[config.mk]
export PLATFORM = sky130hd
export DESIGN_NAME = wh_flit_fifo
export DESIGN_NICKNAME = d
export VERILOG_FILES = /design/src/wh_flit_fifo.sv
export SDC_FILE = /design/constraint.sdc
export NUM_CORES = 1
export LEC_CHECK = 0
export ABC_AREA = 1
export BUFFER_PORTS_ARGS = -buffer_cell sky130_fd_sc_hd__buf_2
export CORE_MARGIN = 5
export CORE_UTILIZATION = 55
export DETAILED_ROUTE_END_ITERATION = 6
export PLACE_DENSITY_LB_ADDON = 0.12
export SETUP_SLACK_MARGIN = 0.2
export SYNTH_ARGS = -nofsm -noshare
export SYNTH_HDL_FRONTEND = slang
export SYNTH_SLANG_ARGS = --single-unit
[constraint.sdc]
create_clock -name clk_i -period 4 [get_ports clk_i]
set_clock_uncertainty 0.15 [all_clocks]
set_input_delay 0.6 -clock clk_i [delete_from_list [all_inputs] [get_ports clk_i]]
set_output_delay 0.6 -clock clk_i [all_outputs]
set_load 0.03 [all_outputs]
[src/wh_flit_fifo.sv]
`timescale 1ns/1ps

module wh_flit_fifo #(
  parameter type payload_t = logic [31:0],
  parameter int  els_p     = 2
) (
  input  logic     clk_i,
  input  logic     reset_i,
  input  logic     v_i,
  input  payload_t data_i,
  output logic     ready_o,
  output logic     v_o,
  output payload_t data_o,
  input  logic     yumi_i
);

  localparam int ptr_width_lp   = (els_p > 1) ? $clog2(els_p) : 1;
  localparam int count_width_lp = $clog2(els_p + 1);

  payload_t                  mem_r [els_p];
  logic [ptr_width_lp-1:0]   wptr_r;
  logic [ptr_width_lp-1:0]   rptr_r;
  logic [count_width_lp-1:0] count_r;
  logic                      push;

  // wrap at els_p, which need not be a power of two
  function automatic logic [ptr_width_lp-1:0] next_ptr(input logic [ptr_width_lp-1:0] p);
    return (p == ptr_width_lp'(els_p - 1)) ? '0 : p + 1'b1;
  endfunction

  assign ready_o = (count_r != count_width_lp'(els_p));
  assign v_o     = (count_r != '0);
  assign push    = v_i & ready_o;
  assign data_o  = mem_r[rptr_r];

  always_ff @(posedge clk_i) begin
    if (push) begin
      mem_r[wptr_r] <= data_i;
    end
  end

  always_ff @(posedge clk_i) begin
    if (reset_i) begin
      wptr_r  <= '0;
      rptr_r  <= '0;
      count_r <= '0;
    end else begin
      if (push) begin
        wptr_r <= next_ptr(wptr_r);
      end
      if (yumi_i) begin
        rptr_r <= next_ptr(rptr_r);
      end
      case ({push, yumi_i})
        2'b10:   count_r <= count_r + 1'b1;
        2'b01:   count_r <= count_r - 1'b1;
        default: count_r <= count_r;
      endcase
    end
  end

  // consumer may only take what is there
  assert property (@(posedge clk_i) disable iff (reset_i) yumi_i |-> v_o);

endmodule

[Word-level counts from Yosys, hierarchy flattened]
Memories as Yosys holds them, arrays and structs flattened. A register that Yosys moved wholly into a read port is not among the register bits.
Cells that the tools add are included.
Cells by class
  $add $sub $neg: 4
  multiply operators: 0
  div/mod/pow operators: 0
  order comparisons: 0
  equality and inequality tests: 3
  shift-type cells: 0
  mux-type cells: 7
  bitwise logic cells: 1
  reduce and logical (&&, ||, !) cells: 2
Operator list (count)
  $mux 1: 6
  $pmux 2 s2: 1
  $reduce_bool 2->1: 2
  $add 1x1->1 const B: 2
  $add 2x1->2 const B: 1
  $eq 2x1->1 const B: 1
  $eq 2x2->1 const B: 1
  $ne 2x2->1 const B: 1
  $sub 2x1->2 const B: 1
  $and 1x1->1: 1
Storage, ports and cells
  register bits after elaboration: 4
  latch bits: 0
  memory bits (writable): 64
  memory bits (read-only): 0
  input bits: 36
  output and inout port bits: 34
  logic and storage cells: 21
  memories: 1
Memories
  mem_r: depth 2, bits a word 32, rd ports 1, clocked after Yosys merged registers in 1, write ports 1, RTL line 20  | payload_t mem_r [els_p];

[Longest topological paths before layout]
  depth in word-level cells: 4
  depth in mapped cells: 9
  gate-level depth less buffers: 9

[Worst setup path before layout]
No wires, ideal clock.
  path kind: flip-flop to flip-flop
  start: reg count_r[0]
  end: mem mem_r[0][0] (netlist bit) (enable)
  setup time: 0.421 ns
  arrival time: 2.152 ns
  required time: 3.429 ns
  setup slack: 1.277 ns
  stages on the path, launching flop included: 5
  path buffers: 0
  clock period less this slack: 2.723 ns
  cell sequence: dfxtp_1 > inv_2 > nand2_1 > nand2_2 > nor2_1
On the way
  word-level cells in the longest chain between the ends: 4
Ends and longest elaborated chain
  start: declaration: RTL line 23  | logic [count_width_lp-1:0] count_r;
  start signal: assignment: RTL line 55  | 2'b10: count_r <= count_r + 1'b1;
  start signal: assignment: RTL line 56  | 2'b01: count_r <= count_r - 1'b1;
  start signal: assignment: RTL line 57  | default: count_r <= count_r;
  $ne 2x2->1: RTL line 31  | assign ready_o = (count_r != count_width_lp'(els_p));
  via ready_o: RTL line 11  | output logic ready_o,
  $and 1x1->1: RTL line 33  | assign push = v_i & ready_o;
  $mux 1: RTL line 37  | if (push) begin
  $mux 1 (not written as such): RTL line 38  | mem_r[wptr_r] <= data_i;
  end: declaration: RTL line 20
The timed path passes the listed nets, and every way through them passes these cells.

==> metrics.cfg <==
[status]
status=complete, no violations

[place]
place_inst=265
post-place-ws_ps=1620
io_buffers=69
post-dp-hpwl_mm=2.99
place_congestion=0.657
placed_area_um2=3070

[grt]
antenna_found_initial=0
grt-ovfl-total=0
grt_pass1_wl_mm=6.76
grt_use_total=0.149
grt_max_degree=33
grt_pass1_vias=1426

[routing]
wl_met1_mm=1.76
postRouteAntennaNets=0
vias=1377
met3WireLength_um=261
drtIter0Drc=89
routed_wl_mm=4.54
dr.pass1.iters=4
routed-wl-met2_mm=2.39
remaining_drc_errors=0
routedWlPerCell_um=16.2
viasPerCell=4.90
top_layer_used=met4

[timing]
period_minus_slack_ps=2700
tightest_slew_ps=1050
hold_ws_ps=292
slew_headroom=0.302
finalHoldViolations=0
max_freq_ghz=0.371
fin_crit_sh=0.674
setup_viol=0
maxSlewViolCount=0
rsz0062_at_grt=false
setup_tns_ps=0
timing.final.ws_setup_ps=1300

[clock_network]
cts_resized=0
cts_hold_buf=0
cts_root_buffer=clkbuf_8
cts_max_level=3
clockBufferDepth=2
post_cts_buffers=0
cts.clk_slew.worst_paths_ps=70
cts_sinks=69
clock_latency_ps=330
cts_tree=yes
cts_buffers=9

[power_and_ir_drop]
power_mw=1.68
p_per_area_nw_per_um2=516
internal_power_mw=1.25
switching_share=0.258
power_switching_mw=0.434
sequentialPowerShare=0.529
combPwrFrac=0.170
leakage_nw=1.31
irDropWorstVdd_mv=0.325
pwr-share-clk=0.301

[floorplan]
row_count=25
start_util=0.567
core-area_um2=4750
die-height_um=80.0
die_w_um=80.0
ios=70
dieArea_um2=6410

[cells_and_area]
utilization=0.684
area_growth_pct=20.6
diodes=0
layout.cells.non_filler=281
drive_gt1_frac=0.561
fill_cells=333
final_nets=246
fin_area_um2=3250

[critical_path]
critPathArrivalTime_ps=1950
cp_max_fo=32
required_ps=3250
critPathLaunchType=flop
crit_type=reg2out
end_kind=output pin

[logic_synthesis]
ys_ff_latch=69
yosysSeqAreaShare=0.750
ys_types=17
syn-num-nets=170
synth_area_um2=2700
synth_warnings=0
syn_avg_cell_area_um2=20.3
synthCells=133

[run]
max_cap_violations=0

[worst_hold_path]
hold_path_class=in2reg

-- routing by layer --
layer / GRT usage / up-vias
li1: - / 655
met2: 0.260 / 49
met1: 0.156 / 661
met4: 0.0980 / 0
met3: 0.0395 / 12
met5: 0 / -
-- Yosys cell counts (all sizes together) --
cell / count / area [um^2]
mux2: 32 / 473
nand4: 1 / 6.26
dfxtp: 5 / 100
or2: 1 / 6.26
edfxtp: 64 / 1920
o21ai: 2 / 10.0
ha: 1 / 12.5
a21oi: 2 / 10.0
inv: 5 / 18.8
nor2: 9 / 33.8
xnor2: 1 / 8.76
buf: 4 / 71.3
nand2: 6 / 25.0
-- final cells by class --
class / count / area (um^2) / area share
Sequential cell: 69 / 2020 / 0.622
Multi-Input combinational cell: 55 / 601 / 0.185
Timing Repair Buffer: 69 / 345 / 0.106
Clock buffer: 15 / 176 / 0.0542
Tap cell: 67 / 83.8 / 0.0258
Inverter: 5 / 18.8 / 0.00577
Clock inverter: 1 / 5.00 / 0.00154
-- layout by cell type (no fill, tap or decap) --
cell / n
buf_2: 69
edfxtp_1: 64
mux2_4: 30
clkbuf_8: 12
nor2_1: 7
nand2_1: 5
inv_1: 4
dfxtp_1: 4
clkbuf_1: 3
nor2_4: 2
mux2_2: 2
o21ai_0: 2
a21oi_1: 2
inv_2: 1
or2_2: 1
nand2_2: 1
xnor2_1: 1
nand4_1: 1
ha_1: 1
dfxtp_2: 1
clkinv_2: 1
-- power by group through the flow --
stage	registers [mW]	clock network, mW	logic (mW)
finish	0.888	0.506	0.286
global route	0.895	0.550	0.302
CTS	0.890	0.521	0.289
detailed placement	0.905	0	0.288
global placement	0.900	0	0.280
floorplan	0.882	0	0.234
-- kinds of logic (layout without fill, tap and decap cells) --
group / after synthesis / after routing / synth area share
AOI/OAI and AO/OA: 4 / 4 / 0.00742
xor gates and xnor gates: 1 / 1 / 0.00325
adders and majority gates: 1 / 1 / 0.00464
buffers and inverters: 9 / 90 / 0.0334
DFF: 69 / 69 / 0.750
muxes: 32 / 32 / 0.175
and+or+nand+nor: 17 / 17 / 0.0264
-- registers in the layout, summed over array words and instances (netlist names), named ones only --
signal / cells
mem_r: 64
count_r: 2
rptr_r: 1
wptr_r: 1
-- worst max-delay path, stage by stage, from the launching register on --
cell	delay [ps]
dfxtp_2	1030
mux2_2	410
buf_2	180
-- final timing paths --
| kind | start | end | slack, ps | depth (start not counted) |
|---|---|---|---|---|
| worst max-delay path | flop | data_o[14] | 1300 | 2 |
| worst max register to register | count_r[0] | mem_r[0][13] | 1990 | 4 |
| worst min-delay path | reset_i | flop | 290 | 2 |
| worst min register to register | rptr_r | rptr_r | 370 | 2 |
(Power assumes the default switching activity.)
