[config.mk]
export PLATFORM = sky130hd
export DESIGN_NAME = wh_dma_recv
export DESIGN_NICKNAME = d
export VERILOG_FILES = /design/src/wh_dma_pkg.sv /design/src/wh_dma_recv.sv
export VERILOG_INCLUDE_DIRS = /design/src
export SDC_FILE = /design/constraint.sdc
export NUM_CORES = 1
export LEC_CHECK = 0
export BUFFER_PORTS_ARGS = -buffer_cell sky130_fd_sc_hd__buf_2
export CORE_UTILIZATION = 25
export DETAILED_ROUTE_END_ITERATION = 10
export PLACE_DENSITY = 0.72
export SKIP_CTS_REPAIR_TIMING = 1
export SYNTH_ARGS = -nofsm -noshare
export SYNTH_HDL_FRONTEND = slang
export SYNTH_SLANG_ARGS = --single-unit
export TNS_END_PERCENT = 100
[constraint.sdc]
create_clock -name clk_i -period 1.7 [get_ports clk_i]
set_clock_uncertainty 0.15 [all_clocks]
set_input_delay 0.255 -clock clk_i [delete_from_list [all_inputs] [get_ports clk_i]]
set_output_delay 0.255 -clock clk_i [all_outputs]
set_load 0.01 [all_outputs]
[src/wh_dma_macros.svh]
`ifndef WH_DMA_MACROS_SVH
`define WH_DMA_MACROS_SVH

// link field widths
`define WH_FLIT_WIDTH 32
`define WH_CORD_WIDTH 8
`define WH_CID_WIDTH 2
`define WH_LEN_WIDTH 4

// cache side
`define NUM_SLOTS 4
`define BLOCK_WORDS 4
`define DMA_ADDR_WIDTH 28

// test memory and buffering
`define DRAM_WORDS 64
`define IN_FIFO_ELS 4

`endif

[src/wh_dma_pkg.sv]
`include "wh_dma_macros.svh"

package wh_dma_pkg;

  // one direction of a wormhole link
  typedef struct packed {
    logic                      v;
    logic [`WH_FLIT_WIDTH-1:0] data;
  } wh_link_s;

  // first flit of every packet, in both directions
  typedef struct packed {
    logic [`WH_FLIT_WIDTH-2-2*`WH_CORD_WIDTH-`WH_CID_WIDTH-`WH_LEN_WIDTH:0] unused;
    logic                      write_not_read;
    logic [`WH_CORD_WIDTH-1:0] src_cord;
    logic [`WH_CID_WIDTH-1:0]  cid;
    logic [`WH_LEN_WIDTH-1:0]  len;
    logic [`WH_CORD_WIDTH-1:0] dest_cord;
  } wh_header_flit_s;

  // request handed to one cache DMA port
  typedef struct packed {
    logic                       write_not_read;
    logic [`DMA_ADDR_WIDTH-1:0] addr;
  } dma_pkt_s;

  // what the return path needs to address the reply
  typedef struct packed {
    logic [`WH_CID_WIDTH-1:0]  cid;
    logic [`WH_CORD_WIDTH-1:0] src_cord;
  } wh_route_s;

  typedef logic [$clog2(`NUM_SLOTS)-1:0] slot_id_t;

endpackage

[src/wh_dma_recv.sv]
`timescale 1ns/1ps
`include "wh_dma_macros.svh"

module wh_dma_recv (
  input  logic                                        clk_i,
  input  logic                                        reset_i,
  input  logic [`NUM_SLOTS-1:0][`WH_FLIT_WIDTH-1:0]   fill_data_i,
  input  logic [`NUM_SLOTS-1:0]                       fill_v_i,
  output logic [`NUM_SLOTS-1:0]                       fill_ready_o,
  output wh_dma_pkg::slot_id_t                        route_slot_o,
  input  wh_dma_pkg::wh_route_s                       route_i,
  output wh_dma_pkg::wh_link_s                        wh_link_o,
  input  logic                                        wh_ready_i
);

  import wh_dma_pkg::*;

  localparam int count_width_lp = $clog2(`BLOCK_WORDS);

  typedef enum logic [1:0] {
    RECV_RESET,
    RECV_READY,
    RECV_HEADER,
    RECV_DATA
  } recv_state_e;

  recv_state_e               state_r;
  recv_state_e               state_n;
  slot_id_t                  slot_r;
  slot_id_t                  last_r;
  slot_id_t                  grant_slot;
  logic                      grant_v;
  logic                      grant_take;
  wh_route_s                 route_r;
  wh_header_flit_s           header;
  logic [count_width_lp-1:0] count_r;
  logic                      last_word;

  // search starts one past the last grant
  always_comb begin
    grant_v    = 1'b0;
    grant_slot = last_r;
    for (int k = 1; k <= `NUM_SLOTS; k++) begin
      if (!grant_v && fill_v_i[slot_id_t'(last_r + k)]) begin
        grant_v    = 1'b1;
        grant_slot = slot_id_t'(last_r + k);
      end
    end
  end

  assign route_slot_o = grant_slot;
  assign grant_take   = (state_r == RECV_READY) & grant_v;
  assign last_word    = (count_r == count_width_lp'(`BLOCK_WORDS - 1));

  // reply goes back to the requester
  always_comb begin
    header           = '0;
    header.cid       = route_r.cid;
    header.len       = `WH_LEN_WIDTH'(`BLOCK_WORDS);
    header.dest_cord = route_r.src_cord;
  end

  always_comb begin
    state_n      = state_r;
    wh_link_o    = '0;
    fill_ready_o = '0;
    case (state_r)
      RECV_RESET: state_n = RECV_READY;
      RECV_READY: begin
        if (grant_v) begin
          state_n = RECV_HEADER;
        end
      end
      RECV_HEADER: begin
        wh_link_o.v    = 1'b1;
        wh_link_o.data = header;
        if (wh_ready_i) begin
          state_n = RECV_DATA;
        end
      end
      RECV_DATA: begin
        wh_link_o.v          = fill_v_i[slot_r];
        wh_link_o.data       = fill_data_i[slot_r];
        fill_ready_o[slot_r] = wh_ready_i;
        if (fill_v_i[slot_r] && wh_ready_i && last_word) begin
          state_n = RECV_READY;
        end
      end
      default: state_n = RECV_RESET;
    endcase
  end

  always_ff @(posedge clk_i) begin
    if (grant_take) begin
      route_r <= route_i;
    end
  end

  always_ff @(posedge clk_i) begin
    if (reset_i) begin
      state_r <= RECV_RESET;
      slot_r  <= '0;
      last_r  <= slot_id_t'(`NUM_SLOTS - 1);
      count_r <= '0;
    end else begin
      state_r <= state_n;
      if (grant_take) begin
        slot_r  <= grant_slot;
        last_r  <= grant_slot;
        count_r <= '0;
      end
      if (state_r == RECV_DATA && fill_v_i[slot_r] && wh_ready_i) begin
        count_r <= last_word ? '0 : count_r + 1'b1;
      end
    end
  end

  // an offered flit stays put until the link takes it
  assert property (@(posedge clk_i) disable iff (reset_i)
    (wh_link_o.v && !wh_ready_i) |=> (wh_link_o.v && $stable(wh_link_o.data)));

endmodule

* Word level (Yosys, flattened, before mapping) *
Index checks and enable logic that the tools add are counted.

storage, ports and cells
  bits in latches = 0
  bits in registers = 18
  word-level logic and storage cells = 71
  RAM bits = 0
  input bits = 145
  bits in read-only memories = 0
  memories kept = 0
  output and inout port bits = 39

operators by class
  div/mod/pow operators = 0
  add/sub/neg operators = 5
  reduce and logical (&&, ||, !) cells = 14
  shift-type cells = 0
  multipliers = 0
  multiplexer cells = 31
  eq/ne operators = 7
  order comparisons = 6
  bitwise gates (word level) = 2

operator list
  kind                                                               count
  case mux 33 bit (2 select lines)                                   1
  binary-select mux 32 bit (select 2 bit)                            1
  2-to-1 mux 32 bit                                                  1
  2-to-1 mux 2 bit                                                   10
  less-than comparator 2 x 3 -> 1 bit, second input constant         5
  binary-select mux 1 bit (select 2 bit)                             5
  2-to-1 mux 1 bit                                                   10
  logical AND 1 bit                                                  8
  case mux 2 bit (4 select lines)                                    1
  adder 2 x 1 -> 2 bit, second input constant                        3
  equality test 2 bit, second input constant                         3
  inequality test 2 bit, second input constant                       3
  adder 2 bit, second input constant                                 2
  bitwise AND 4 bit                                                  1
  2-to-1 mux 4 bit                                                   1
  logical NOT 1 bit                                                  3
  AND reduction 3 bit                                                1
  demux 1 bit (select 2 bit)                                         1
  equality test 2 x 1 -> 1 bit, second input constant                1
  greater-or-equal comparator 2 x 1 -> 1 bit, second input constant  1
  logical NOT 2 bit                                                  1
  nonzero test 2 bit                                                 1
  bitwise AND 1 bit                                                  1

* Depth between registers and ports, before layout *
  depth after elaboration = 16
  gate-level depth with buffers = 6
  depth with buffers taken out = 6

* Least setup slack after synthesis *
Ideal clock, no wire load.

  kind = reg-to-output
  start = reg slot_r[0]
  end = out wh_link_o[12] (netlist bit)
  stages on the path, launching flop included = 5
  required time = 1295 ps
  setup slack = -199 ps
  arrival = 1494 ps
  path buffers = 2
  cell sequence = dfxtp_1 buf_6 buf_2 mux4_2 a22o_1

RTL lines
  item                      line                source
  start: declaration        wh_dma_recv.sv:29   slot_id_t slot_r;
  start signal: assignment  wh_dma_recv.sv:108  slot_r <= grant_slot;
  end: declaration          wh_dma_recv.sv:12   output wh_dma_pkg::wh_link_s wh_link_o,

==> impl_metrics.env <==
export IMPL_status="finished, violations left"
export IMPL_violations="setup timing"
export IMPL_cts_max_path_buffers=2
export IMPL_post_dp_hpwl_mm=5.54
export IMPL_use_met2_pct=32.2
export IMPL_crit_type="reg2out"
export IMPL_initial_utilization_pct=26.5
export IMPL_hold_viol_final=0
export IMPL_r2r_slack_ns=-0.19
export IMPL_die_area_um2=7750
export IMPL_intPower_mw=2.24
export IMPL_cp_arrival_ns=1.70
export IMPL_io_buffers=183
export IMPL_tns_ns=-12.18
export IMPL_core_area_um2=6980
export IMPL_clkPwrFrac_pct=8.8
export IMPL_p_comb_share_pct=69.9
export IMPL_worstPathMaxFanout=11
export IMPL_num_rows=30
export IMPL_cts_tree="yes"
export IMPL_end_kind="output pin"
export IMPL_cap_violations=0
export IMPL_grt_use_met1_pct=15.6
export IMPL_cts_sink_count=18
export IMPL_synth_area_um2=1850
export IMPL_drcViolationCount=0
export IMPL_tightest_slew_ns=0.316
export IMPL_seq_power_share_pct=21.2
export IMPL_grt_pass1_vias=2088
export IMPL_htreeDepth=1
export IMPL_dr_pass1_iters=6
export IMPL_fmax_mhz=476
export IMPL_antenna_cells=0
export IMPL_power_density_nw_per_um2=1050
export IMPL_vias=2202
export IMPL_setup_viol=38
export IMPL_r2r_start="slot_r[0]$_SDFFE_PP0P_"
export IMPL_cts_made_buffers=3
export IMPL_critPathLaunchType="flop"
export IMPL_ys_seq_area_share_pct=24.9
export IMPL_syn_inst=154
export IMPL_postLayoutSetupSlackWorst_ns=-0.402
export IMPL_busiest_layer="met2"
export IMPL_grt_max_degree=22
export IMPL_syn_to_final_growth_pct=80.8
export IMPL_yosys_warnings=0
export IMPL_rsz0062_at_grt="yes"
export IMPL_dp_cells=439
export IMPL_ir_worst_vdd_mv=0.502
export IMPL_ys_types=31
export IMPL_grt_met3_usage_pct=4.43
export IMPL_fp_dieW_um=88.0
export IMPL_period_share_pct=124
export IMPL_synth_seq_cells=18
export IMPL_power_mw=3.52
export IMPL_root_buffer="clkbuf_8"
export IMPL_gp_congestion=0.812
export IMPL_finalMaxSlewViolations=0
export IMPL_post_route_min_period_ns=2.10
export IMPL_hold_path_class="in2reg"
export IMPL_r2r_end="state_r[0]$_SDFFE_PP0P_"
export IMPL_grt_overflow=0
export IMPL_crit_required_ns=1.29
export IMPL_finalNonFillerCells=452
export IMPL_ant_nets=0
export IMPL_grt_antenna_before_repair=1
export IMPL_clk_pin_slew_ns=0.07
export IMPL_drt_initial_drc_count=40
export IMPL_io_pins=184
export IMPL_syn_nets=304
export IMPL_grt_usage_pct=16.1
export IMPL_fin_nets=507
export IMPL_power_leakage_nw=1.63
export IMPL_reg2reg_depth=5
export IMPL_endpoint="wh_link_o[1]"
export IMPL_grt_pass1_wl_mm=9.39
export IMPL_critPathLaunch="slot_r[0]$_SDFFE_PP0P_"
export IMPL_slew_headroom_pct=78.9
export IMPL_drive_above_1_share_pct=77.5
export IMPL_avgSynthCellArea_um2=12.0
export IMPL_post_drt_wl_per_cell_um=15.7
export IMPL_p_sw_mw=1.28
export IMPL_die_y_um=88.0
export IMPL_p_sw_share_pct=36.4
export IMPL_routed_wl_mm=7.10
export IMPL_routed_via_density=4.87
export IMPL_clk_latency_ns=0.25
## synth_stat cells (all sizes together)
master | n | area (um^2)
mux4 | 33 | 743
and2 | 21 | 131
nor2 | 11 | 41.3
a22o | 10 | 87.6
edfxtp | 10 | 300
clkbuf | 8 | 30.0
dfxtp | 8 | 160
buf | 6 | 35.0
inv | 6 | 22.5
ha | 5 | 62.6
nand2b | 5 | 31.3
a21oi | 4 | 20.0
nand3 | 4 | 20.0
nor3 | 3 | 15.0
a21o | 2 | 15.0
mux2 | 2 | 30.0
nor4 | 2 | 12.5
o21ai | 2 | 10.0
or3 | 2 | 12.5
a211o | 1 | 8.76
a211oi | 1 | 7.51
a21boi | 1 | 7.51
nand2 | 1 | 3.75
nand4 | 1 | 6.26
nor3b | 1 | 7.51
o211ai | 1 | 7.51
o21a | 1 | 7.51
o21bai | 1 | 7.51
o22ai | 1 | 6.26
## cells by family after synthesis
group	after synthesis	synth area share, %
adder cells (fa/ha/maj)	5	3.38
multiplexers	35	41.8
AND/OR/NAND/NOR	51	15.2
AO/OA/AOI/OAI	25	10.0
buffers and inverters	20	4.73
flip-flops	18	24.9
## critical path, cell delays in order, from the launching register on
cell and delay [ns]:
dfxtp_4 0.41, buf_12 0.17, mux4_2 0.50, a22o_1 0.22, buf_2 0.14
## layer usage
metal  wire length (um)  part of all wire, %
met5                 11                 0.15
met4                 89                  1.3
met3                619                  8.7
met2               3830                   54
met1               2550                   36
## final cells by class
class,instances,area [um^2]
multi-input cells,116,1400
inverters,6,26.3
repair buffers,212,1280
well taps,96,120
flip-flops and latches,18,472
fillers,660,3640
clock buffers,3,41.3
clock inverters,1,3.75
## sequential cells by signal (all words and copies together) (netlist names)
name	flops
count_r	2
header	10
last_r	2
slot_r	2
state_r	2
## cells in the final DEF, fill, tap and decap left out, drive strengths merged, types with 8 or more instances in the layout
cell type	synthesis	final
a22o	10	10
and2	21	21
buf	6	210
dfxtp	8	8
edfxtp	10	10
mux4	33	33
nor2	11	11
## metrics by stage
stage | hold WS (ns) | instance area, um^2 | utilization (%) | worst slack [ns]
after floorplan | 0.204 | 1880 | - | -0.0926
after global placement | 0.282 | 3020 | 43.3 | -0.170
after detailed placement | 0.283 | 3020 | 43.3 | -0.202
after CTS | 0.0153 | 3070 | 44.0 | -0.489
after global routing | 0.0100 | 3350 | 47.9 | -0.459
final | 0.0199 | 3350 | 47.9 | -0.402
## power by group through the flow
stage                     clock (mW)  sequential (mW)  combinational [mW]
final                          0.312            0.747                2.46
after CTS                      0.320            0.717                2.19
after global routing           0.334            0.763                2.66
after detailed placement           0            0.724                2.19
after global placement             0            0.722                2.14
after floorplan                    0            0.667                1.49
## worst min-delay path by stage
stage	start	end	slack (ns)	cells after the start
after detailed placement	route_i[6]	header[6]$_DFFE_PP_	0.28	1
after CTS	route_i[6]	header[6]$_DFFE_PP_	0.02	1
final	route_i[7]	header[7]$_DFFE_PP_	0.02	1
after global placement	route_i[6]	header[6]$_DFFE_PP_	0.28	1
after floorplan	route_i[0]	header[0]$_DFFE_PP_	0.20	0
after global routing	route_i[5]	header[5]$_DFFE_PP_	0.01	1
Power figures use the tool's default switching activity.
