`src/wh_dma_macros.svh`:
```
`ifndef WH_DMA_MACROS_SVH
`define WH_DMA_MACROS_SVH

// link field widths
`define WH_FLIT_WIDTH 32
`define WH_CORD_WIDTH 8
`define WH_CID_WIDTH 2
`define WH_LEN_WIDTH 4

// cache side
`define NUM_SLOTS 4
`define BLOCK_WORDS 4
`define DMA_ADDR_WIDTH 28

// test memory and buffering
`define DRAM_WORDS 64
`define IN_FIFO_ELS 4

`endif

```
`src/wh_dma_pkg.sv`:
```
`include "wh_dma_macros.svh"

package wh_dma_pkg;

  // one direction of a wormhole link
  typedef struct packed {
    logic                      v;
    logic [`WH_FLIT_WIDTH-1:0] data;
  } wh_link_s;

  // first flit of every packet, in both directions
  typedef struct packed {
    logic [`WH_FLIT_WIDTH-2-2*`WH_CORD_WIDTH-`WH_CID_WIDTH-`WH_LEN_WIDTH:0] unused;
    logic                      write_not_read;
    logic [`WH_CORD_WIDTH-1:0] src_cord;
    logic [`WH_CID_WIDTH-1:0]  cid;
    logic [`WH_LEN_WIDTH-1:0]  len;
    logic [`WH_CORD_WIDTH-1:0] dest_cord;
  } wh_header_flit_s;

  // request handed to one cache DMA port
  typedef struct packed {
    logic                       write_not_read;
    logic [`DMA_ADDR_WIDTH-1:0] addr;
  } dma_pkt_s;

  // what the return path needs to address the reply
  typedef struct packed {
    logic [`WH_CID_WIDTH-1:0]  cid;
    logic [`WH_CORD_WIDTH-1:0] src_cord;
  } wh_route_s;

  typedef logic [$clog2(`NUM_SLOTS)-1:0] slot_id_t;

endpackage

```
`src/wh_dma_send.sv`:
```
`timescale 1ns/1ps
`include "wh_dma_macros.svh"

module wh_dma_send (
  input  logic                       clk_i,
  input  logic                       reset_i,
  input  logic                       fifo_v_i,
  input  logic [`WH_FLIT_WIDTH-1:0]  fifo_data_i,
  output logic                       fifo_yumi_o,
  output wh_dma_pkg::dma_pkt_s       dma_pkt_o,
  output logic [`NUM_SLOTS-1:0]      dma_pkt_v_o,
  input  logic [`NUM_SLOTS-1:0]      dma_pkt_yumi_i,
  output logic [`WH_FLIT_WIDTH-1:0]  evict_data_o,
  output logic [`NUM_SLOTS-1:0]      evict_v_o,
  input  logic [`NUM_SLOTS-1:0]      evict_yumi_i,
  input  wh_dma_pkg::slot_id_t       route_slot_i,
  output wh_dma_pkg::wh_route_s      route_o
);

  import wh_dma_pkg::*;

  localparam int count_width_lp = $clog2(`BLOCK_WORDS);

  typedef enum logic [1:0] {
    SEND_RESET,
    SEND_READY,
    SEND_PKT,
    SEND_EVICT
  } send_state_e;

  send_state_e               state_r;
  send_state_e               state_n;
  slot_id_t                  slot_r;
  slot_id_t                  slot_n;
  slot_id_t                  hdr_slot;
  logic                      wnr_r;
  logic                      wnr_n;
  logic [count_width_lp-1:0] count_r;
  logic [count_width_lp-1:0] count_n;
  logic                      table_we;
  wh_header_flit_s           hdr;
  wh_route_s                 route_table_r [`NUM_SLOTS];

  // slot comes straight from the low bits of the source x
  assign hdr      = wh_header_flit_s'(fifo_data_i);
  assign hdr_slot = hdr.src_cord[$bits(slot_id_t)-1:0];

  // address flit sits at the head of the FIFO while in SEND_PKT
  assign dma_pkt_o.write_not_read = wnr_r;
  assign dma_pkt_o.addr           = fifo_data_i[`DMA_ADDR_WIDTH-1:0];
  assign evict_data_o             = fifo_data_i;

  assign route_o = route_table_r[route_slot_i];

  always_comb begin
    state_n     = state_r;
    slot_n      = slot_r;
    wnr_n       = wnr_r;
    count_n     = count_r;
    table_we    = 1'b0;
    fifo_yumi_o = 1'b0;
    dma_pkt_v_o = '0;
    evict_v_o   = '0;
    case (state_r)
      SEND_RESET: begin
        state_n = SEND_READY;
      end
      // header is consumed here and its route recorded
      SEND_READY: begin
        if (fifo_v_i) begin
          fifo_yumi_o = 1'b1;
          table_we    = 1'b1;
          slot_n      = hdr_slot;
          wnr_n       = hdr.write_not_read;
          state_n     = SEND_PKT;
        end
      end
      SEND_PKT: begin
        dma_pkt_v_o[slot_r] = fifo_v_i;
        if (dma_pkt_yumi_i[slot_r]) begin
          fifo_yumi_o = 1'b1;
          count_n     = '0;
          state_n     = wnr_r ? SEND_EVICT : SEND_READY;
        end
      end
      SEND_EVICT: begin
        evict_v_o[slot_r] = fifo_v_i;
        if (evict_yumi_i[slot_r]) begin
          fifo_yumi_o = 1'b1;
          if (count_r == count_width_lp'(`BLOCK_WORDS - 1)) begin
            count_n = '0;
            state_n = SEND_READY;
          end else begin
            count_n = count_r + 1'b1;
          end
        end
      end
      default: begin
        state_n = SEND_RESET;
      end
    endcase
  end

  always_ff @(posedge clk_i) begin
    if (table_we) begin
      route_table_r[hdr_slot] <= '{cid: hdr.cid, src_cord: hdr.src_cord};
    end
  end

  always_ff @(posedge clk_i) begin
    if (reset_i) begin
      state_r <= SEND_RESET;
      slot_r  <= '0;
      wnr_r   <= 1'b0;
      count_r <= '0;
    end else begin
      state_r <= state_n;
      slot_r  <= slot_n;
      wnr_r   <= wnr_n;
      count_r <= count_n;
    end
  end

  // the DRAM side only takes what this stage offers
  assert property (@(posedge clk_i) disable iff (reset_i)
    ((dma_pkt_yumi_i & ~dma_pkt_v_o) == '0) && ((evict_yumi_i & ~evict_v_o) == '0));

endmodule

```
`config.mk`:
```
export PLATFORM = sky130hd
export DESIGN_NAME = wh_dma_send
export DESIGN_NICKNAME = d
export VERILOG_FILES = /design/src/wh_dma_pkg.sv /design/src/wh_dma_send.sv
export VERILOG_INCLUDE_DIRS = /design/src
export SDC_FILE = /design/constraint.sdc
export NUM_CORES = 1
export LEC_CHECK = 0
export ABC_CLOCK_PERIOD_IN_PS = 2800
export BUFFER_PORTS_ARGS = -buffer_cell sky130_fd_sc_hd__buf_4
export CELL_PAD_IN_SITES_DETAIL_PLACEMENT = 2
export CELL_PAD_IN_SITES_GLOBAL_PLACEMENT = 2
export CORE_UTILIZATION = 28
export DETAILED_ROUTE_END_ITERATION = 6
export PLACE_DENSITY = 0.79
export SETUP_SLACK_MARGIN = 0.05
export SKIP_LAST_GASP = 1
export SLEW_MARGIN = 5
export SYNTH_ARGS = -nofsm -noshare
export SYNTH_HDL_FRONTEND = slang
export SYNTH_SLANG_ARGS = --single-unit
```
`constraint.sdc`:
```
create_clock -name clk_i -period 2.8 [get_ports clk_i]
set_clock_uncertainty 0.05 [all_clocks]
set_input_delay 0.14 -clock clk_i [delete_from_list [all_inputs] [get_ports clk_i]]
set_output_delay 0.14 -clock clk_i [all_outputs]
set_load 0.05 [all_outputs]
```
Word level (Yosys, flattened, before mapping)
Memories as Yosys holds them, arrays and structs flattened.
Index checks and enable logic that the tools add are counted.
Word-level totals
  input port bits: 45
  RAM bits: 40
  memories: 1
  output and inout bits: 80
  flip-flop bits (word level): 7
Memory list
  route_table_r: depth 4, bits a word 10, rd ports 1, clocked after Yosys merged registers in 0, wr ports 1, RTL line wh_dma_send.sv:42  | wh_route_s route_table_r [`NUM_SLOTS];
Operators by class
  mux-type cells: 25
  $add $sub $neg: 1
  eq/ne operators: 8
  reductions and logical operators: 6
  order comparisons: 2
  bitwise gates (word level): 1
Operators by type and width (number)
  2-bit 2-to-1 mux: 8
  1-bit 2-to-1 mux: 9
  4-bit 2-to-1 mux: 2
  2-bit != test (second input constant): 4
  2-bit case mux with 4 select lines: 1
  2-bit == test (second input constant): 3
  4-bit bitwise AND: 1
  1-bit binary-select mux with 2-bit select: 2
  2-bit case mux with 2 select lines: 1
  4-bit AND reduction: 1
  2-bit by 3-bit less-than comparator with 1-bit output (second input constant): 1
  1-bit case mux with 3 select lines: 1
  3-bit AND reduction: 1
  2-bit by 1-bit adder with 2-bit output (second input constant): 1
  1-bit demux with 2-bit select: 1
  2-bit by 1-bit == test with 1-bit output (second input constant): 1
  2-bit by 1-bit greater-or-equal comparator with 1-bit output (second input constant): 1
  2-bit zero test: 1
  2-bit AND reduction: 1
  2-bit nonzero test: 1
  1-bit logical AND: 1

Longest topological paths before layout
  depth in word-level cells: 6
  gate-level depth with buffers: 5
  depth with buffers taken out: 5

Worst setup path after synthesis
OpenSTA, ideal clock, no wires.
  path kind: flip-flop to output port
  from: register state_r[1]
  to: output evict_v_o[0]
  arrival: 1793 ps
  setup slack: 817 ps
  data required time: 2610 ps
  stages on the path, launching flop included: 4
  path through: dfxtp_1 -> ha_1 -> nand2_1 -> nor3_1
On the way
  word-level cells in the longest chain between the ends: 2
Ends and longest elaborated chain
  from (decl): RTL line wh_dma_send.sv:31  | send_state_e state_r;
  from (signal assigned): RTL line wh_dma_send.sv:117  | state_r <= state_n;
  2-bit == test: RTL line wh_dma_send.sv:64  | case (state_r)
  4-bit 2-to-1 mux: RTL line wh_dma_send.sv:64
  to (decl): RTL line wh_dma_send.sv:14  | output logic [`NUM_SLOTS-1:0] evict_v_o,
No other way between the ends.

Worst setup path in the final report
  from: register slot_r[0]
  to: output fifo_yumi_o
On the way
  word-level cells in the longest chain between the ends: 4
Ends and longest elaborated chain
  from (decl): RTL line wh_dma_send.sv:33  | slot_id_t slot_r;
  from (signal assigned): RTL line wh_dma_send.sv:118  | slot_r <= slot_n;
  1-bit binary-select mux with 2-bit select (on tied branches): RTL line wh_dma_send.sv:88, wh_dma_send.sv:80
  1-bit 2-to-1 mux (on tied branches) (2 in series): RTL line wh_dma_send.sv:88, wh_dma_send.sv:80
  1-bit case mux with 3 select lines (*): RTL line wh_dma_send.sv:64
  to (decl): RTL line wh_dma_send.sv:9  | output logic fifo_yumi_o,
Every way passes the cells marked *; elsewhere a longest branch is shown, timed or not. The select of a mux whose other input is x is not followed.

==> results_dict.tcl <==
set metrics [dict create \
    crit_chain "mux4_2 -> nand2_2 -> a31oi_1 -> buf_4" \
    synth.avg_cell_area_sq_um 13.2 \
    dieArea_sq_um 9160 \
    peakVddDrop_mv 0.195 \
    cp.required_ns 2.61 \
    crit_type "reg2out" \
    fin_util_pct 33.0 \
    root_buffer "clkbuf_8" \
    grt-ovfl-total 0 \
    outcome "complete, no violations" \
    port_buffers 65 \
    path_max_fanout 8 \
    fillers 899 \
    setup_ws_ns 0.767 \
    vias 1350 \
    clockBufferDepth 2 \
    cts_buffers 5 \
    drive_gt1_share_pct 48.7 \
    critPathTopFamily "multiplexers" \
    drc_errors 0 \
    drtAntennaViolNets 0 \
    tns_ns 0 \
    ctsResizeCount 0 \
    tightest_slew_ns 0.311 \
    rows 33 \
    grt_start_max_net_pins 15 \
    netlist_top_cells_area "edfxtp_1, buf_4, mux4_2" \
    hpwlAfterDp_microns 3600 \
    synth_cell_types 30 \
    synthCells 186 \
    hold-path-endpoint "route_table_r[0][7]" \
    drt-total-wl_microns 5000 \
    grt_pass1_vias 1432 \
    core_sq_um 8340 \
    clock-sinks 47 \
    drt_iter0_drc 25 \
    hp-class "in2reg" \
    post_cts_buffers 0 \
    synth_seq_cells 47 \
    crit_buf_inv 1 \
    insertion_delay_ns 0.29 \
    pwr_density_cell_nw_per_um2 598 \
    die_h_microns 95.7 \
    rr_startpoint "slot_r[0]" \
    cp.arrival_ns 1.84 \
    finalMaxSlewViolations 0 \
    clk_pin_slew_ns 0.09 \
    grt_first_pass_wirelength_microns 7520 \
    critPathMaxStageDelay_ns 0.64 \
    drv_cap 0 \
    hold_violations 0 \
    p_leak_uw 0.00101 \
    wl_per_cell_microns 16.6 \
    relSlewSlack_pct 79.2 \
    holdBufCountCts 0 \
    grtUsageTotal_pct 11.2 \
    cts_tree "yes" \
    setup_viol 0 \
    crit_slowest_cell "mux4_2" \
    yosysSeqAreaShare_pct 54.5 \
    r2r_slack_ns 0.98 \
    min_from "fifo_data_i[21]" \
    synth_nets 236 \
    period_share_pct 72.6 \
    synth_area_sq_um 2460 \
    cp-end-kind "primary output" \
    area_growth_syn_to_layout_pct 11.7 \
    io_pins 125 \
    first_pass_iters 4 \
    r2r_end "state_r[0]" \
    gp_congestion 0.728 \
    yosys_warnings 0 \
    diodes 0 \
    whs_path_depth 1 \
    antenna_found_initial 0 \
    cp-startpoint "slot_r[0]" \
    fp.dieW_microns 95.7 \
    htree_num_levels 2 \
    initial_utilization_pct 29.5 \
    start_kind "flop" \
    fmax_mhz 492 \
    viasPerCell 4.47 \
    min_period_ns 2.03 \
    synth_top_cell_area_share_pct 48.8 \
    fin_total_pwr_uw 1640 \
    synth_top_cell_by_area "edfxtp_1" \
    preCtsSetupSlack_ns 0.975 \
    grt_setup_unrepaired "false" \
    ff2ff_path_depth 4 \
    nets 247 \
]
==> kinds of logic (layout without fill, tap and decap cells) <==
group | count (synthesis) | in the layout | synth area share (%)
and+or+nand+nor | 38 | 38 | 7.68
muxes | 15 | 15 | 12.3
buffers and inverters | 70 | 81 | 20.4
adders and majority gates | 5 | 5 | 2.54
AOI/OAI and AO/OA | 11 | 11 | 2.59
DFF | 47 | 47 | 54.5
==> metrics by stage <==
stage	instance area (sq um)	instances	hold WS, ns
CTS	2740	301	0.00490
global route	2750	302	0.00834
floorplan	2460	186	0.189
global placement	2630	294	0.230
detailed placement	2630	294	0.230
finish	2750	302	0.0147
==> cell type report <==
class,instances,area [sq um],area share (%)
sequential,47,1340,48.8
multi-input combinational,69,627,22.8
timing repair buffer,70,528,19.2
tap,105,131,4.78
clock buffer,5,68.8,2.50
clock inverter,2,37.5,1.37
inverter,4,15.0,0.546
==> layout by cell type (no fill, tap or decap), types with 2 or more instances in the layout <==
master	Yosys	final
dfxtp_1	7	7
a31oi_1	2	2
buf_4	61	69
nor3_1	4	2
edfxtp_1	40	40
inv_1	4	4
nor3_2	1	3
a21oi_1	5	5
clkbuf_8	0	5
mux2i_1	2	2
ha_1	5	5
nand3_1	4	4
nand2b_1	2	2
nor2_1	11	11
mux4_2	12	12
o21ai_0	2	2
nand2_1	9	9
==> synthesized netlist by cell type <==
library cell,number
buf_1,2
edfxtp_1,40
mux2i_1,2
mux4_2,12
a21o_1,1
nor3_2,1
nor2_1,11
a21oi_2,1
a21oi_1,5
buf_6,1
o21ai_0,2
or4_1,1
nand2_2,1
dfxtp_1,7
or2b_1,1
inv_1,4
nand4_1,1
nand2b_1,2
nor2b_1,1
ha_1,5
a31oi_1,2
or3b_2,1
buf_2,1
nand2_1,9
mux2_2,1
nor3_1,4
buf_4,61
nor2b_2,1
clkbuf_2,1
nand3_1,4
==> registers in the layout (all words and copies together), names as in the netlist <==
name and cells:
count_r 2, route_table_r 40, slot_r 2, state_r 2
wnr_r 1
==> power by group <==
group	internal (uW)	switching, uW
Combinational	124	228
Sequential	791	17.9
Clock	261	221
==> worst max path at each step <==
stage / slack, ns / endpoint / cells after the start
floorplan: 0.82 / evict_v_o[0] / 3
global placement: 1.04 / route_table_r[2][7] / 5
detailed placement: 0.98 / state_r[0] / 4
CTS: 0.75 / fifo_yumi_o / 4
global route: 0.68 / fifo_yumi_o / 4
finish: 0.77 / fifo_yumi_o / 4
==> worst register-to-register path: stages (launching register included) <==
cell and delay (ns):
dfxtp_1 0.51, mux4_2 0.64, a21oi_2 0.18, nor3_2 0.07
mux2_2 0.27
==> routing by layer <==
layer	global-route usage (%)	share of wire, %
met5	0	0
met4	2.99	0.50
met3	2.69	5.7
met2	20.4	52
met1	13.1	42
(Power assumes the default switching activity.)
